## config.mk

```make
export PLATFORM = sky130hd
export DESIGN_NAME = int_pipe_core
export DESIGN_NICKNAME = d
export VERILOG_FILES = /design/src/source/core_pkg.sv /design/src/source/reg_file.sv /design/src/source/instr_decode.sv /design/src/source/stage_reg.sv /design/src/source/int_alu.sv /design/src/source/retire_unit.sv /design/src/source/int_pipe_core.sv
export SDC_FILE = /design/constraint.sdc
export NUM_CORES = 2
export LEC_CHECK = 0
export ABC_CLOCK_PERIOD_IN_PS = 5410
export BUFFER_PORTS_ARGS = -buffer_cell sky130_fd_sc_hd__buf_2
export CAP_MARGIN = 20
export CORE_MARGIN = 10
export CORE_UTILIZATION = 32
export CTS_BUF_LIST = sky130_fd_sc_hd__clkbuf_16
export CTS_CLUSTER_DIAMETER = 150
export DETAILED_ROUTE_END_ITERATION = 10
export SLEW_MARGIN = 30
export SYNTH_ARGS = -nofsm -noshare
export SYNTH_HDL_FRONTEND = slang
export SYNTH_HIERARCHICAL = 1
export SYNTH_SLANG_ARGS = --single-unit
```

## constraint.sdc

```tcl
create_clock -name clk -period 5.41 [get_ports clk]
set_clock_uncertainty 0.1 [all_clocks]
set_input_delay 1.082 -clock clk [delete_from_list [all_inputs] [get_ports clk]]
set_output_delay 1.082 -clock clk [all_outputs]
set_load 0.01 [all_outputs]
```

## src/source/core_pkg.sv

```systemverilog
`default_nettype none

package core_pkg;

	localparam int XLEN    = 32;
	localparam int NREGS   = 32;
	localparam int REG_AW  = $clog2(NREGS);
	localparam int SHAMT_W = $clog2(XLEN);

	// accepted major opcodes
	localparam logic [6:0] OPC_LUI    = 7'b0110111;
	localparam logic [6:0] OPC_AUIPC  = 7'b0010111;
	localparam logic [6:0] OPC_OP_IMM = 7'b0010011;
	localparam logic [6:0] OPC_OP     = 7'b0110011;

	// funct3 codes shared by OP and OP-IMM
	localparam logic [2:0] F3_ADD  = 3'b000;
	localparam logic [2:0] F3_SLL  = 3'b001;
	localparam logic [2:0] F3_SLT  = 3'b010;
	localparam logic [2:0] F3_SLTU = 3'b011;
	localparam logic [2:0] F3_XOR  = 3'b100;
	localparam logic [2:0] F3_SR   = 3'b101;
	localparam logic [2:0] F3_OR   = 3'b110;
	localparam logic [2:0] F3_AND  = 3'b111;

	localparam logic [6:0] F7_BASE = 7'b0000000;
	localparam logic [6:0] F7_ALT  = 7'b0100000;	// sub and sra

	typedef enum logic [3:0] {
		ALU_ADD,
		ALU_SUB,
		ALU_SLL,
		ALU_SLT,
		ALU_SLTU,
		ALU_XOR,
		ALU_SRL,
		ALU_SRA,
		ALU_OR,
		ALU_AND,
		ALU_PASS_B
	} alu_op_t;

	typedef struct packed {
		logic [XLEN-1:0]   pc;
		logic [XLEN-1:0]   rs1_val;
		logic [XLEN-1:0]   rs2_val;
		logic [XLEN-1:0]   imm;
		logic              use_imm;	// operand b from imm
		logic              use_pc;	// operand a from pc
		alu_op_t           alu_op;
		logic [REG_AW-1:0] rd;
		logic              rf_wr;
		logic              illegal;
	} dec_pkt_t;

	typedef struct packed {
		logic [XLEN-1:0]   pc;
		logic [REG_AW-1:0] rd;
		logic [XLEN-1:0]   data;
		logic              rf_wr;
		logic              illegal;
	} ret_pkt_t;

endpackage

`default_nettype wire

```

## src/source/reg_file.sv

```systemverilog
`default_nettype none

module reg_file (
	input  wire logic                        clk,
	input  wire logic                        rst_n,
	input  wire logic [core_pkg::REG_AW-1:0] i_raddr_a,
	input  wire logic [core_pkg::REG_AW-1:0] i_raddr_b,
	input  wire logic                        i_wen,
	input  wire logic [core_pkg::REG_AW-1:0] i_waddr,
	input  wire logic [core_pkg::XLEN-1:0]   i_wdata,
	output logic      [core_pkg::XLEN-1:0]   o_rdata_a,
	output logic      [core_pkg::XLEN-1:0]   o_rdata_b
);

	import core_pkg::*;

	logic [XLEN-1:0] regs [NREGS];

	always_ff @(posedge clk or negedge rst_n) begin
		if (!rst_n) begin
			for (int i = 0; i < NREGS; i++) begin
				regs[i] <= '0;
			end
		end else if (i_wen && (i_waddr != '0)) begin	// x0 is hardwired
			regs[i_waddr] <= i_wdata;
		end
	end

	// asynchronous read ports
	assign o_rdata_a = (i_raddr_a == '0) ? '0 : regs[i_raddr_a];
	assign o_rdata_b = (i_raddr_b == '0) ? '0 : regs[i_raddr_b];

endmodule

`default_nettype wire

```

## src/source/instr_decode.sv

```systemverilog
`default_nettype none

module instr_decode (
	input  wire logic                        i_instr_valid,
	input  wire logic [core_pkg::XLEN-1:0]   i_instr,
	input  wire logic [core_pkg::XLEN-1:0]   i_pc,
	input  wire logic [core_pkg::XLEN-1:0]   i_rs1_val,
	input  wire logic [core_pkg::XLEN-1:0]   i_rs2_val,
	input  wire logic [core_pkg::REG_AW-1:0] i_ex_rd,
	input  wire logic                        i_ex_busy,
	input  wire logic [core_pkg::REG_AW-1:0] i_wb_rd,
	input  wire logic                        i_wb_busy,
	input  wire logic                        i_next_ready,
	output logic                             o_instr_ready,
	output logic      [core_pkg::REG_AW-1:0] o_rs1,
	output logic      [core_pkg::REG_AW-1:0] o_rs2,
	output logic                             o_valid,
	output core_pkg::dec_pkt_t               o_pkt
);

	import core_pkg::*;

	logic [6:0]        opcode;
	logic [2:0]        funct3;
	logic [6:0]        funct7;
	logic [XLEN-1:0]   imm_i;
	logic [XLEN-1:0]   imm_u;
	logic [XLEN-1:0]   imm;
	logic              use_imm;
	logic              use_pc;
	logic              use_rs1;
	logic              use_rs2;
	logic              illegal;
	alu_op_t           alu_op;
	logic              hazard;

	// map funct3 to an alu op before funct7 refines it
	function automatic alu_op_t base_op(input logic [2:0] f3);
		case (f3)
			F3_ADD:  return ALU_ADD;
			F3_SLL:  return ALU_SLL;
			F3_SLT:  return ALU_SLT;
			F3_SLTU: return ALU_SLTU;
			F3_XOR:  return ALU_XOR;
			F3_SR:   return ALU_SRL;
			F3_OR:   return ALU_OR;
			default: return ALU_AND;
		endcase
	endfunction

	// source register busy in either stage register
	function automatic logic busy_match(input logic [REG_AW-1:0] src);
		return (src != '0) &&
			((i_ex_busy && (src == i_ex_rd)) || (i_wb_busy && (src == i_wb_rd)));
	endfunction

	assign opcode = i_instr[6:0];
	assign funct3 = i_instr[14:12];
	assign funct7 = i_instr[31:25];
	assign o_rs1  = i_instr[19:15];
	assign o_rs2  = i_instr[24:20];

	assign imm_i = {{(XLEN-12){i_instr[31]}}, i_instr[31:20]};	// sign extended
	assign imm_u = {i_instr[31:12], 12'b0};

	always_comb begin
		alu_op  = ALU_ADD;
		imm     = imm_i;
		use_imm = 1'b0;
		use_pc  = 1'b0;
		use_rs1 = 1'b0;
		use_rs2 = 1'b0;
		illegal = 1'b0;
		case (opcode)
			OPC_LUI: begin
				alu_op  = ALU_PASS_B;	// imm straight through
				imm     = imm_u;
				use_imm = 1'b1;
			end
			OPC_AUIPC: begin
				imm     = imm_u;
				use_imm = 1'b1;
				use_pc  = 1'b1;
			end
			OPC_OP_IMM: begin
				use_imm = 1'b1;
				use_rs1 = 1'b1;
				alu_op  = base_op(funct3);
				if (funct3 == F3_SLL) begin
					illegal = (funct7 != F7_BASE);
				end else if (funct3 == F3_SR) begin
					if (funct7 == F7_ALT) begin
						alu_op = ALU_SRA;
					end else begin
						illegal = (funct7 != F7_BASE);
					end
				end
			end
			OPC_OP: begin
				use_rs1 = 1'b1;
				use_rs2 = 1'b1;
				alu_op  = base_op(funct3);
				if ((funct7 == F7_ALT) && (funct3 == F3_ADD)) begin
					alu_op = ALU_SUB;
				end else if ((funct7 == F7_ALT) && (funct3 == F3_SR)) begin
					alu_op = ALU_SRA;
				end else begin
					illegal = (funct7 != F7_BASE);
				end
			end
			default: illegal = 1'b1;	// unknown opcode
		endcase
	end

	// hold the instruction until its sources have left the pipe
	assign hazard = (use_rs1 && busy_match(o_rs1)) || (use_rs2 && busy_match(o_rs2));

	assign o_valid       = i_instr_valid && !hazard;
	assign o_instr_ready = i_next_ready && !(i_instr_valid && hazard);

	assign o_pkt = '{
		pc:      i_pc,
		rs1_val: i_rs1_val,
		rs2_val: i_rs2_val,
		imm:     imm,
		use_imm: use_imm,
		use_pc:  use_pc,
		alu_op:  alu_op,
		rd:      i_instr[11:7],
		rf_wr:   !illegal,
		illegal: illegal
	};

endmodule

`default_nettype wire

```

## src/source/stage_reg.sv

```systemverilog
`default_nettype none

module stage_reg #(
	parameter type t_payload = logic
) (
	input  wire logic     clk,
	input  wire logic     rst_n,
	input  wire logic     i_valid,
	input  wire t_payload i_data,
	output logic          o_ready,
	output logic          o_valid,
	output t_payload      o_data,
	input  wire logic     i_ready
);

	logic load;

	// empty or draining this cycle
	assign o_ready = !o_valid || i_ready;
	assign load    = i_valid && o_ready;

	always_ff @(posedge clk or negedge rst_n) begin
		if (!rst_n) begin
			o_valid <= 1'b0;
		end else if (o_ready) begin
			o_valid <= i_valid;
		end
	end

	always_ff @(posedge clk) begin
		if (load) begin
			o_data <= i_data;
		end
	end

endmodule

`default_nettype wire

```

## src/source/int_alu.sv

```systemverilog
`default_nettype none

module int_alu (
	input  wire core_pkg::dec_pkt_t i_pkt,
	output core_pkg::ret_pkt_t      o_pkt
);

	import core_pkg::*;

	logic [XLEN-1:0]    op_a;
	logic [XLEN-1:0]    op_b;
	logic [SHAMT_W-1:0] shamt;
	logic [XLEN-1:0]    result;

	assign op_a  = i_pkt.use_pc ? i_pkt.pc : i_pkt.rs1_val;
	assign op_b  = i_pkt.use_imm ? i_pkt.imm : i_pkt.rs2_val;
	assign shamt = op_b[SHAMT_W-1:0];

	always_comb begin
		case (i_pkt.alu_op)
			ALU_ADD:    result = op_a + op_b;
			ALU_SUB:    result = op_a - op_b;
			ALU_SLL:    result = op_a << shamt;
			ALU_SLT:    result = {{(XLEN-1){1'b0}}, $signed(op_a) < $signed(op_b)};
			ALU_SLTU:   result = {{(XLEN-1){1'b0}}, op_a < op_b};
			ALU_XOR:    result = op_a ^ op_b;
			ALU_SRL:    result = op_a >> shamt;
			ALU_SRA:    result = $signed(op_a) >>> shamt;	// keeps the sign
			ALU_OR:     result = op_a | op_b;
			ALU_AND:    result = op_a & op_b;
			ALU_PASS_B: result = op_b;
			default:    result = '0;
		endcase
	end

	assign o_pkt = '{
		pc:      i_pkt.pc,
		rd:      i_pkt.rd,
		data:    i_pkt.illegal ? '0 : result,	// zero for illegal
		rf_wr:   i_pkt.rf_wr,
		illegal: i_pkt.illegal
	};

endmodule

`default_nettype wire

```

## src/source/retire_unit.sv

```systemverilog
`default_nettype none

module retire_unit (
	input  wire logic                        i_valid,
	input  wire core_pkg::ret_pkt_t          i_pkt,
	output logic                             o_ready,
	output logic                             o_ret_valid,
	output core_pkg::ret_pkt_t               o_ret,
	input  wire logic                        i_ret_ready,
	output logic                             o_rf_wen,
	output logic      [core_pkg::REG_AW-1:0] o_rf_waddr,
	output logic      [core_pkg::XLEN-1:0]   o_rf_wdata
);

	logic ret_xfer;

	assign o_ret_valid = i_valid;
	assign o_ret       = i_pkt;
	assign o_ready     = i_ret_ready;

	// write back only when the record actually leaves
	assign ret_xfer   = i_valid && i_ret_ready;
	assign o_rf_wen   = ret_xfer && i_pkt.rf_wr && (i_pkt.rd != '0);
	assign o_rf_waddr = i_pkt.rd;
	assign o_rf_wdata = i_pkt.data;

endmodule

`default_nettype wire

```

## src/source/int_pipe_core.sv

```systemverilog
`default_nettype none

module int_pipe_core (
	input  wire logic                      clk,
	input  wire logic                      rst_n,
	input  wire logic                      i_instr_valid,
	input  wire logic [core_pkg::XLEN-1:0] i_instr,
	input  wire logic [core_pkg::XLEN-1:0] i_pc,
	output logic                           o_instr_ready,
	output logic                           o_ret_valid,
	output core_pkg::ret_pkt_t             o_ret,
	input  wire logic                      i_ret_ready
);

	import core_pkg::*;

	logic [REG_AW-1:0] rs1_addr;
	logic [REG_AW-1:0] rs2_addr;
	logic [XLEN-1:0]   rs1_val;
	logic [XLEN-1:0]   rs2_val;
	logic              rf_wen;
	logic [REG_AW-1:0] rf_waddr;
	logic [XLEN-1:0]   rf_wdata;

	logic              dec_valid;
	dec_pkt_t          dec_pkt;
	logic              ex_ready;
	logic              ex_valid;
	dec_pkt_t          ex_pkt;
	ret_pkt_t          alu_pkt;
	logic              wb_ready;
	logic              wb_valid;
	ret_pkt_t          wb_pkt;
	logic              ret_ready;

	reg_file reg_file_inst (
		.clk       (clk),
		.rst_n     (rst_n),
		.i_raddr_a (rs1_addr),
		.i_raddr_b (rs2_addr),
		.i_wen     (rf_wen),
		.i_waddr   (rf_waddr),
		.i_wdata   (rf_wdata),
		.o_rdata_a (rs1_val),
		.o_rdata_b (rs2_val)
	);

	instr_decode instr_decode_inst (
		.i_instr_valid (i_instr_valid),
		.i_instr       (i_instr),
		.i_pc          (i_pc),
		.i_rs1_val     (rs1_val),
		.i_rs2_val     (rs2_val),
		.i_ex_rd       (ex_pkt.rd),
		.i_ex_busy     (ex_valid && ex_pkt.rf_wr),	// pending writes only
		.i_wb_rd       (wb_pkt.rd),
		.i_wb_busy     (wb_valid && wb_pkt.rf_wr),
		.i_next_ready  (ex_ready),
		.o_instr_ready (o_instr_ready),
		.o_rs1         (rs1_addr),
		.o_rs2         (rs2_addr),
		.o_valid       (dec_valid),
		.o_pkt         (dec_pkt)
	);

	// decode to execute
	stage_reg #(.t_payload(dec_pkt_t)) dec_ex_reg (
		.clk     (clk),
		.rst_n   (rst_n),
		.i_valid (dec_valid),
		.i_data  (dec_pkt),
		.o_ready (ex_ready),
		.o_valid (ex_valid),
		.o_data  (ex_pkt),
		.i_ready (wb_ready)
	);

	int_alu int_alu_inst (
		.i_pkt (ex_pkt),
		.o_pkt (alu_pkt)
	);

	// execute to result
	stage_reg #(.t_payload(ret_pkt_t)) ex_wb_reg (
		.clk     (clk),
		.rst_n   (rst_n),
		.i_valid (ex_valid),
		.i_data  (alu_pkt),
		.o_ready (wb_ready),
		.o_valid (wb_valid),
		.o_data  (wb_pkt),
		.i_ready (ret_ready)
	);

	retire_unit retire_unit_inst (
		.i_valid     (wb_valid),
		.i_pkt       (wb_pkt),
		.o_ready     (ret_ready),
		.o_ret_valid (o_ret_valid),
		.o_ret       (o_ret),
		.i_ret_ready (i_ret_ready),
		.o_rf_wen    (rf_wen),
		.o_rf_waddr  (rf_waddr),
		.o_rf_wdata  (rf_wdata)
	);

endmodule

`default_nettype wire

```

Yosys cells after proc, flatten, opt, wreduce, memory -nomap -nowiden

Cells that the tools add are included.

Bits in registers: 1238
Bits of input ports: 68
Output and inout port bits: 73
Logic and storage cells: 165

$add $sub $neg: 2
Order comparisons: 6
Equality and inequality tests: 25
Shift-type cells: 3
Mux-type cells: 30
Bitwise gates (word level): 6
Reduce and logical (&&, ||, !) cells: 43

Operator list:

| operator             | number |
|---|---|
| $bwmux W1024         | 1 |
| $pmux W32 S11        | 1 |
| $bmux W32 S5         | 2 |
| $mux W32             | 7 |
| $demux W32 S5        | 1 |
| $lt A32 B32 Y1       | 2 |
| $add A32 B32 Y32     | 1 |
| $and A32 B32 Y32     | 1 |
| $or A32 B32 Y32      | 1 |
| $shl A32 B5 Y32      | 1 |
| $shr A32 B5 Y32      | 1 |
| $sshr A32 B5 Y32     | 1 |
| $sub A32 B32 Y32     | 1 |
| $xor A32 B32 Y32     | 1 |
| $mux W31             | 1 |
| $pmux W4 S7          | 1 |
| $logic_and A1 B1 Y1  | 22 |
| $eq A7 B6 Y1 const B | 3 |
| $eq A5 B5 Y1         | 4 |
| $mux W4              | 5 |
| $ge A6 B6 Y1 const B | 3 |
| $not A5 Y6           | 3 |
| $eq A4 B3 Y1 const B | 4 |
| $reduce_bool A5 Y1   | 3 |
| 19 further kinds     | 44 |

Depth between registers and ports, before layout

Depth after elaboration: 9
Gate-level depth with buffers: 19
Gate-level depth less buffers: 14

By module

The synthesis kept the hierarchy.

By module, submodules not included:

| module                 | instances | cells an instance | area an instance (µm²) | seq. area each (µm²) |
|---|---|---|---|---|
| reg_file               | 1         | 3621              | 54369.6                | 25624.6 |
| int_alu                | 1         | 1552              | 10123.5                | 0.0 |
| stage_reg (dec_ex_reg) | 1         | 145               | 4287.9                 | 4259.1 |
| stage_reg (ex_wb_reg)  | 1         | 75                | 2185.8                 | 2157.1 |
| instr_decode           | 1         | 231               | 1651.6                 | 0.0 |
| retire_unit            | 1         | 114               | 849.6                  | 0.0 |
| int_pipe_core          | 1         | 2                 | 12.5                   | 0.0 |

Least setup slack after synthesis

No wires, ideal clock.

Path kind: register to register
Start: reg dec_ex_reg/o_data[12] in the netlist's numbering
End: reg ex_wb_reg/o_data[32] in the netlist's numbering (data pin)
Library setup time: 268 ps
Arrival time: 4026 ps
Data required time: 5042 ps
Setup slack: 1016 ps
Stages on the path, launching flop included: 17
Path buffers: 4
Clock period less this slack: 4394 ps
Cell sequence: edfxtp_1 > buf_6 > mux2i_2 > clkinv_1 > clkbuf_1 > buf_1 > clkbuf_1 > ha_1 > or4_1 > a21oi_1 > or4_1 > a211oi_2 > o41ai_2 > o31ai_2 > a41oi_1 > mux2i_1 > o22ai_1

Word-level cells in the longest chain between the ends: 3
Elaborated cells on any way between the ends: 10
Classes of those cells: add/sub: 2; shift: 3; mux: 2; bitwise: 3

RTL lines:

| what                                     | RTL line        | text |
|---|---|---|
| start, declared                          | stage_reg.sv:12 | `output t_payload o_data,` |
| start signal, assigned                   | stage_reg.sv:32 | `o_data <= i_data;` |
| $mux W32 *                               | int_alu.sv:16   | `assign op_b = i_pkt.use_imm ? i_pkt.imm : i_pkt.rs2_val;` |
| $sub A32 B32 Y32 (tied with other cells) | int_alu.sv:22   | `ALU_SUB: result = op_a - op_b;` |
| $pmux W32 S11 *                          | int_alu.sv:20   | `case (i_pkt.alu_op)` |
| end signal, assigned                     | stage_reg.sv:32 |  |
| end, declared                            | stage_reg.sv:12 |  |

Every way passes the cells marked *; elsewhere a longest branch is shown, timed or not.
A chain may end at the register's enable or synchronous reset.

Worst setup path after layout

Start: reg dec_ex_reg/o_data[11] in the netlist's numbering
End: reg ex_wb_reg/o_data[27] in the netlist's numbering (data pin)

Word-level cells in the longest chain between the ends: 3
Elaborated cells on any way between the ends: 10
Classes of those cells: add/sub: 2; shift: 3; mux: 2; bitwise: 3

RTL lines:

| what                                     | RTL line      | text |
|---|---|---|
| $mux W32 *                               | int_alu.sv:15 | `assign op_a = i_pkt.use_pc ? i_pkt.pc : i_pkt.rs1_val;` |
| $sub A32 B32 Y32 (tied with other cells) | int_alu.sv:22 |  |
| $pmux W32 S11 *                          | int_alu.sv:20 |  |

Marked as above.

==> results.md <==
* Number of buffer cells added on primary ports at 140
* Category of the most critical setup path: flop to flop
* Layout cell share with drive strength beyond 1 at 39.61%
* Worst-case vdd ir drop at 365.7 uV
* Final Slew Violations at 0
* Post-route non-filler standard cell count at 8587
* Overall global routing resource usage at 20.66%
* Post-CTS Hold Buffers at 0
* Post-synthesis sequential area ratio at 43.60%
* Post-CTS Repair Setup Buffers at 0
* Total gr overflow at 0
* Total power per unit cell area at 316.8 nW/um2
* Highest net fanout along the worst path at 17
* Placement row count at 175
* Dominant cells by area after synthesis: dfrtp_1 (35%), mux2_2 (16%), mux4_2 (14%), edfxtp_1 (8.7%), mux2i_1 (3.4%)
* Setup Slack @ Placement at 0.5138 ns
* Cell taking the most area after synthesis: dfrtp_1
* Layout-stage area growth over the synthesis result at 9.861%
* Syn avg cell area at 12.80 um2
* Tightest Hold Check Type: input port to async pin
* Die Span Y at 499.2 um
* Min Clock Period, post-route at 5.067 ns
* Area of the mapped netlist at 73480 um2
* Unique masters post-synth at 96
* Highest clock frequency the design can meet at 197.3 MHz
* Number of synthesized flops with an enable pin at 212
* Clock latency on the worst-skew pair at 0.83 ns
* Worst hold-check slack at 0.1789 ns
* Count of mapped cells out of synthesis at 5740
* Reg clk slew, reported paths at 0.06 ns
* Critical path's largest stage delay at 0.86 ns
* Die width at 499.2 um
* Slew @ Worst Pin at 1.013 ns
* Gpl congestion at 1.006
* Worst EP arrival at 5.47 ns
* Post-route ant nets at 0
* Iteration count of the initial detailed-routing pass at 6
* CP Buf/Inv Count at 4
* Type of element capturing the critical path: flop
* Max Cap Violations at 0
* Worst slew margin relative to its limit at 32.22%
* Utilization after layout at 35.42%
* Async set or reset register ratio after synthesis at 82.88%
* CTS buffer count at 142
* List of most frequent post-synthesis cells: mux2_2 (1075), dfrtp_1 (1026), mux4_2 (448)
* Full die area at 249200 um2
* First-pass GRT wire length at 383.4 mm
* Clock tree root buffer cell: clkbuf_16
* Count of state elements after synthesis at 1238
* TritonCTS Sinks at 1238
* Hpwl dp at 178.6 mm
* Post-route cell area at 80730 um2
* Number of nets in the layout at 5633
* Status: complete, no violations
* Dominant cell by count in the synthesized netlist: mux2_2
* Nets in the synthesized netlist at 5914
* Routed length on met2 at 119.4 mm
* Leak at 34.82 nW
* Cell with the most instances on the worst path: buf_4
* I/O pin count at 141
* Initial standard-cell utilization of the core at 32.24%
* Fin Setup TNS at 0 ns
* Maximum number of buffers from clock root to sink at 3
* Number of gates given a new drive strength after cts at 0
* Met3 Routed Length at 24.11 mm
* DRC errors left at 0
* Portion of the clock cycle consumed by the worst path in the final layout at 93.67%
* Warnings, synthesis at 6
* Clock tree from TritonCTS: yes
* Initial antenna violation count at 16
* Critical path startpoint: dec_ex_reg/o_data[11]
* Critical path, cell by cell: buf_4 -> buf_4 -> mux2i_1 -> inv_1 -> mux2i_1 -> nor2_1 -> a31oi_1 -> a21bo_2 -> o21ai_1 -> a2111oi_1 -> buf_4 -> a21oi_1
* Crit path setup slack, layout at 0.3425 ns
* Unrepaired setup endpoints after global routing: false
* Post-Route M1 WL at 108.0 mm
* Slowest library cell on the worst path: a2111oi_1
* Aggregate routed wire length at 267.5 mm
* Top layer in use: met5
* Yosys top cell area share at 34.94%
* Pin count of the biggest net entering global routing at 135
* Number of levels the H-tree was split into at 4
* Number of global-route vias before repair at 52460
* Average vias per placed instance at 6.056
* Setup violations, final at 0
* Average detailed-routed wire length per instance at 31.15 um
* Start of the worst register-to-register path: dec_ex_reg/o_data[11]
* Synth Flop Type: dfrtp_1
* Via total after detailed routing at 52000
* Standard cell core area at 227900 um2
* Worst endpoint required time at 5.82 ns
* Hold violation total from the final report at 0
* Violation count after the first detailed-route iteration at 5452
* Area after DPL at 76250 um2
* Setup crit start kind: flop
* Family with the most delay on the worst path: compound AO/OA/AOI/OAI gates
* Power Total at 25.58 mW
* Placed insts at 8324
[flip-flops by register name, indices dropped and copies added, names as in the netlist]
signal / count
dec_ex_reg/o_data: 141
dec_ex_reg/o_valid: 1
ex_wb_reg/o_data: 71
ex_wb_reg/o_valid: 1
reg_file_inst/regs: 1024
[cell type report]
| class | instances | area, um2 |
|---|---|---|
| Inverter | 104 | 395.4 |
| Antenna cell | 4 | 10.01 |
| Multi-Input combinational cell | 3575 | 36870 |
| Sequential cell | 1238 | 32040 |
| Clock buffer | 147 | 3679 |
| Timing Repair Buffer | 398 | 3181 |
| Fill cell | 21880 | 147200 |
| Tap cell | 3009 | 3765 |
| Clock inverter | 112 | 782.0 |
[layout by cell type (no fill, tap or decap), types with 17 or more instances in the layout]
cell type / count
a21o_1: 42
nor3_1: 59
nand2b_1: 18
inv_1: 128
a221oi_1: 64
ha_1: 104
buf_12: 33
nor2_1: 172
clkinv_2: 23
nand3_1: 25
mux4_2: 448
a21oi_1: 144
buf_2: 133
mux2_2: 1075
a22oi_1: 81
nand4_1: 17
buf_4: 213
nand2_1: 177
o2111ai_1: 24
clkinv_1: 35
xnor2_1: 31
a311oi_1: 63
o21ai_0: 199
nor2b_1: 88
edfxtp_1: 212
o211ai_1: 33
mux2i_1: 251
a31oi_1: 33
dfrtp_1: 1026
a211oi_1: 106
clkbuf_16: 147
o22ai_1: 26
[kinds of logic (layout without fill, tap and decap cells)]
group	Yosys count	after routing	share of synthesized area (%)
muxes	1790	1790	33.92
adders and majority gates	106	106	1.825
other	0	4	0
AOI/OAI and AO/OA	971	971	9.163
and+or+nand+nor	676	676	4.446
buffers and inverters	927	761	6.660
DFF	1238	1238	43.60
xor gates and xnor gates	32	32	0.3814
[power breakdown]
part / internal (mW) / switching (mW)
Combinational: 2.21 / 2.84
Clock: 5.28 / 4.09
Sequential: 10.4 / 0.722
[layer usage]
layer / track usage, % / vias to the layer above
li1: - / 21070
met1: 27.13 / 27460
met2: 31.91 / 2746
met3: 4.440 / 729
met4: 11.07 / 4
met5: 0 / -
[worst paths after layout]
| kind | endpoint | slack [ns] | cells past startpoint |
|---|---|---|---|
| worst max-delay path | ex_wb_reg/o_data[27] | 0.34 | 12 |
| worst min-delay path | reg_file_inst/regs[41] | 0.18 | 1 |
| worst max register to register | ex_wb_reg/o_data[27] | 0.34 | 12 |
| worst min register to register | reg_file_inst/regs[1013] | 0.29 | 0 |
| max in group asynchronous | dec_ex_reg/o_valid | 3.69 | 2 |
| min in group clk | reg_file_inst/regs[1013] | 0.29 | 0 |
No activity file was read; power rests on OpenSTA's default activity.
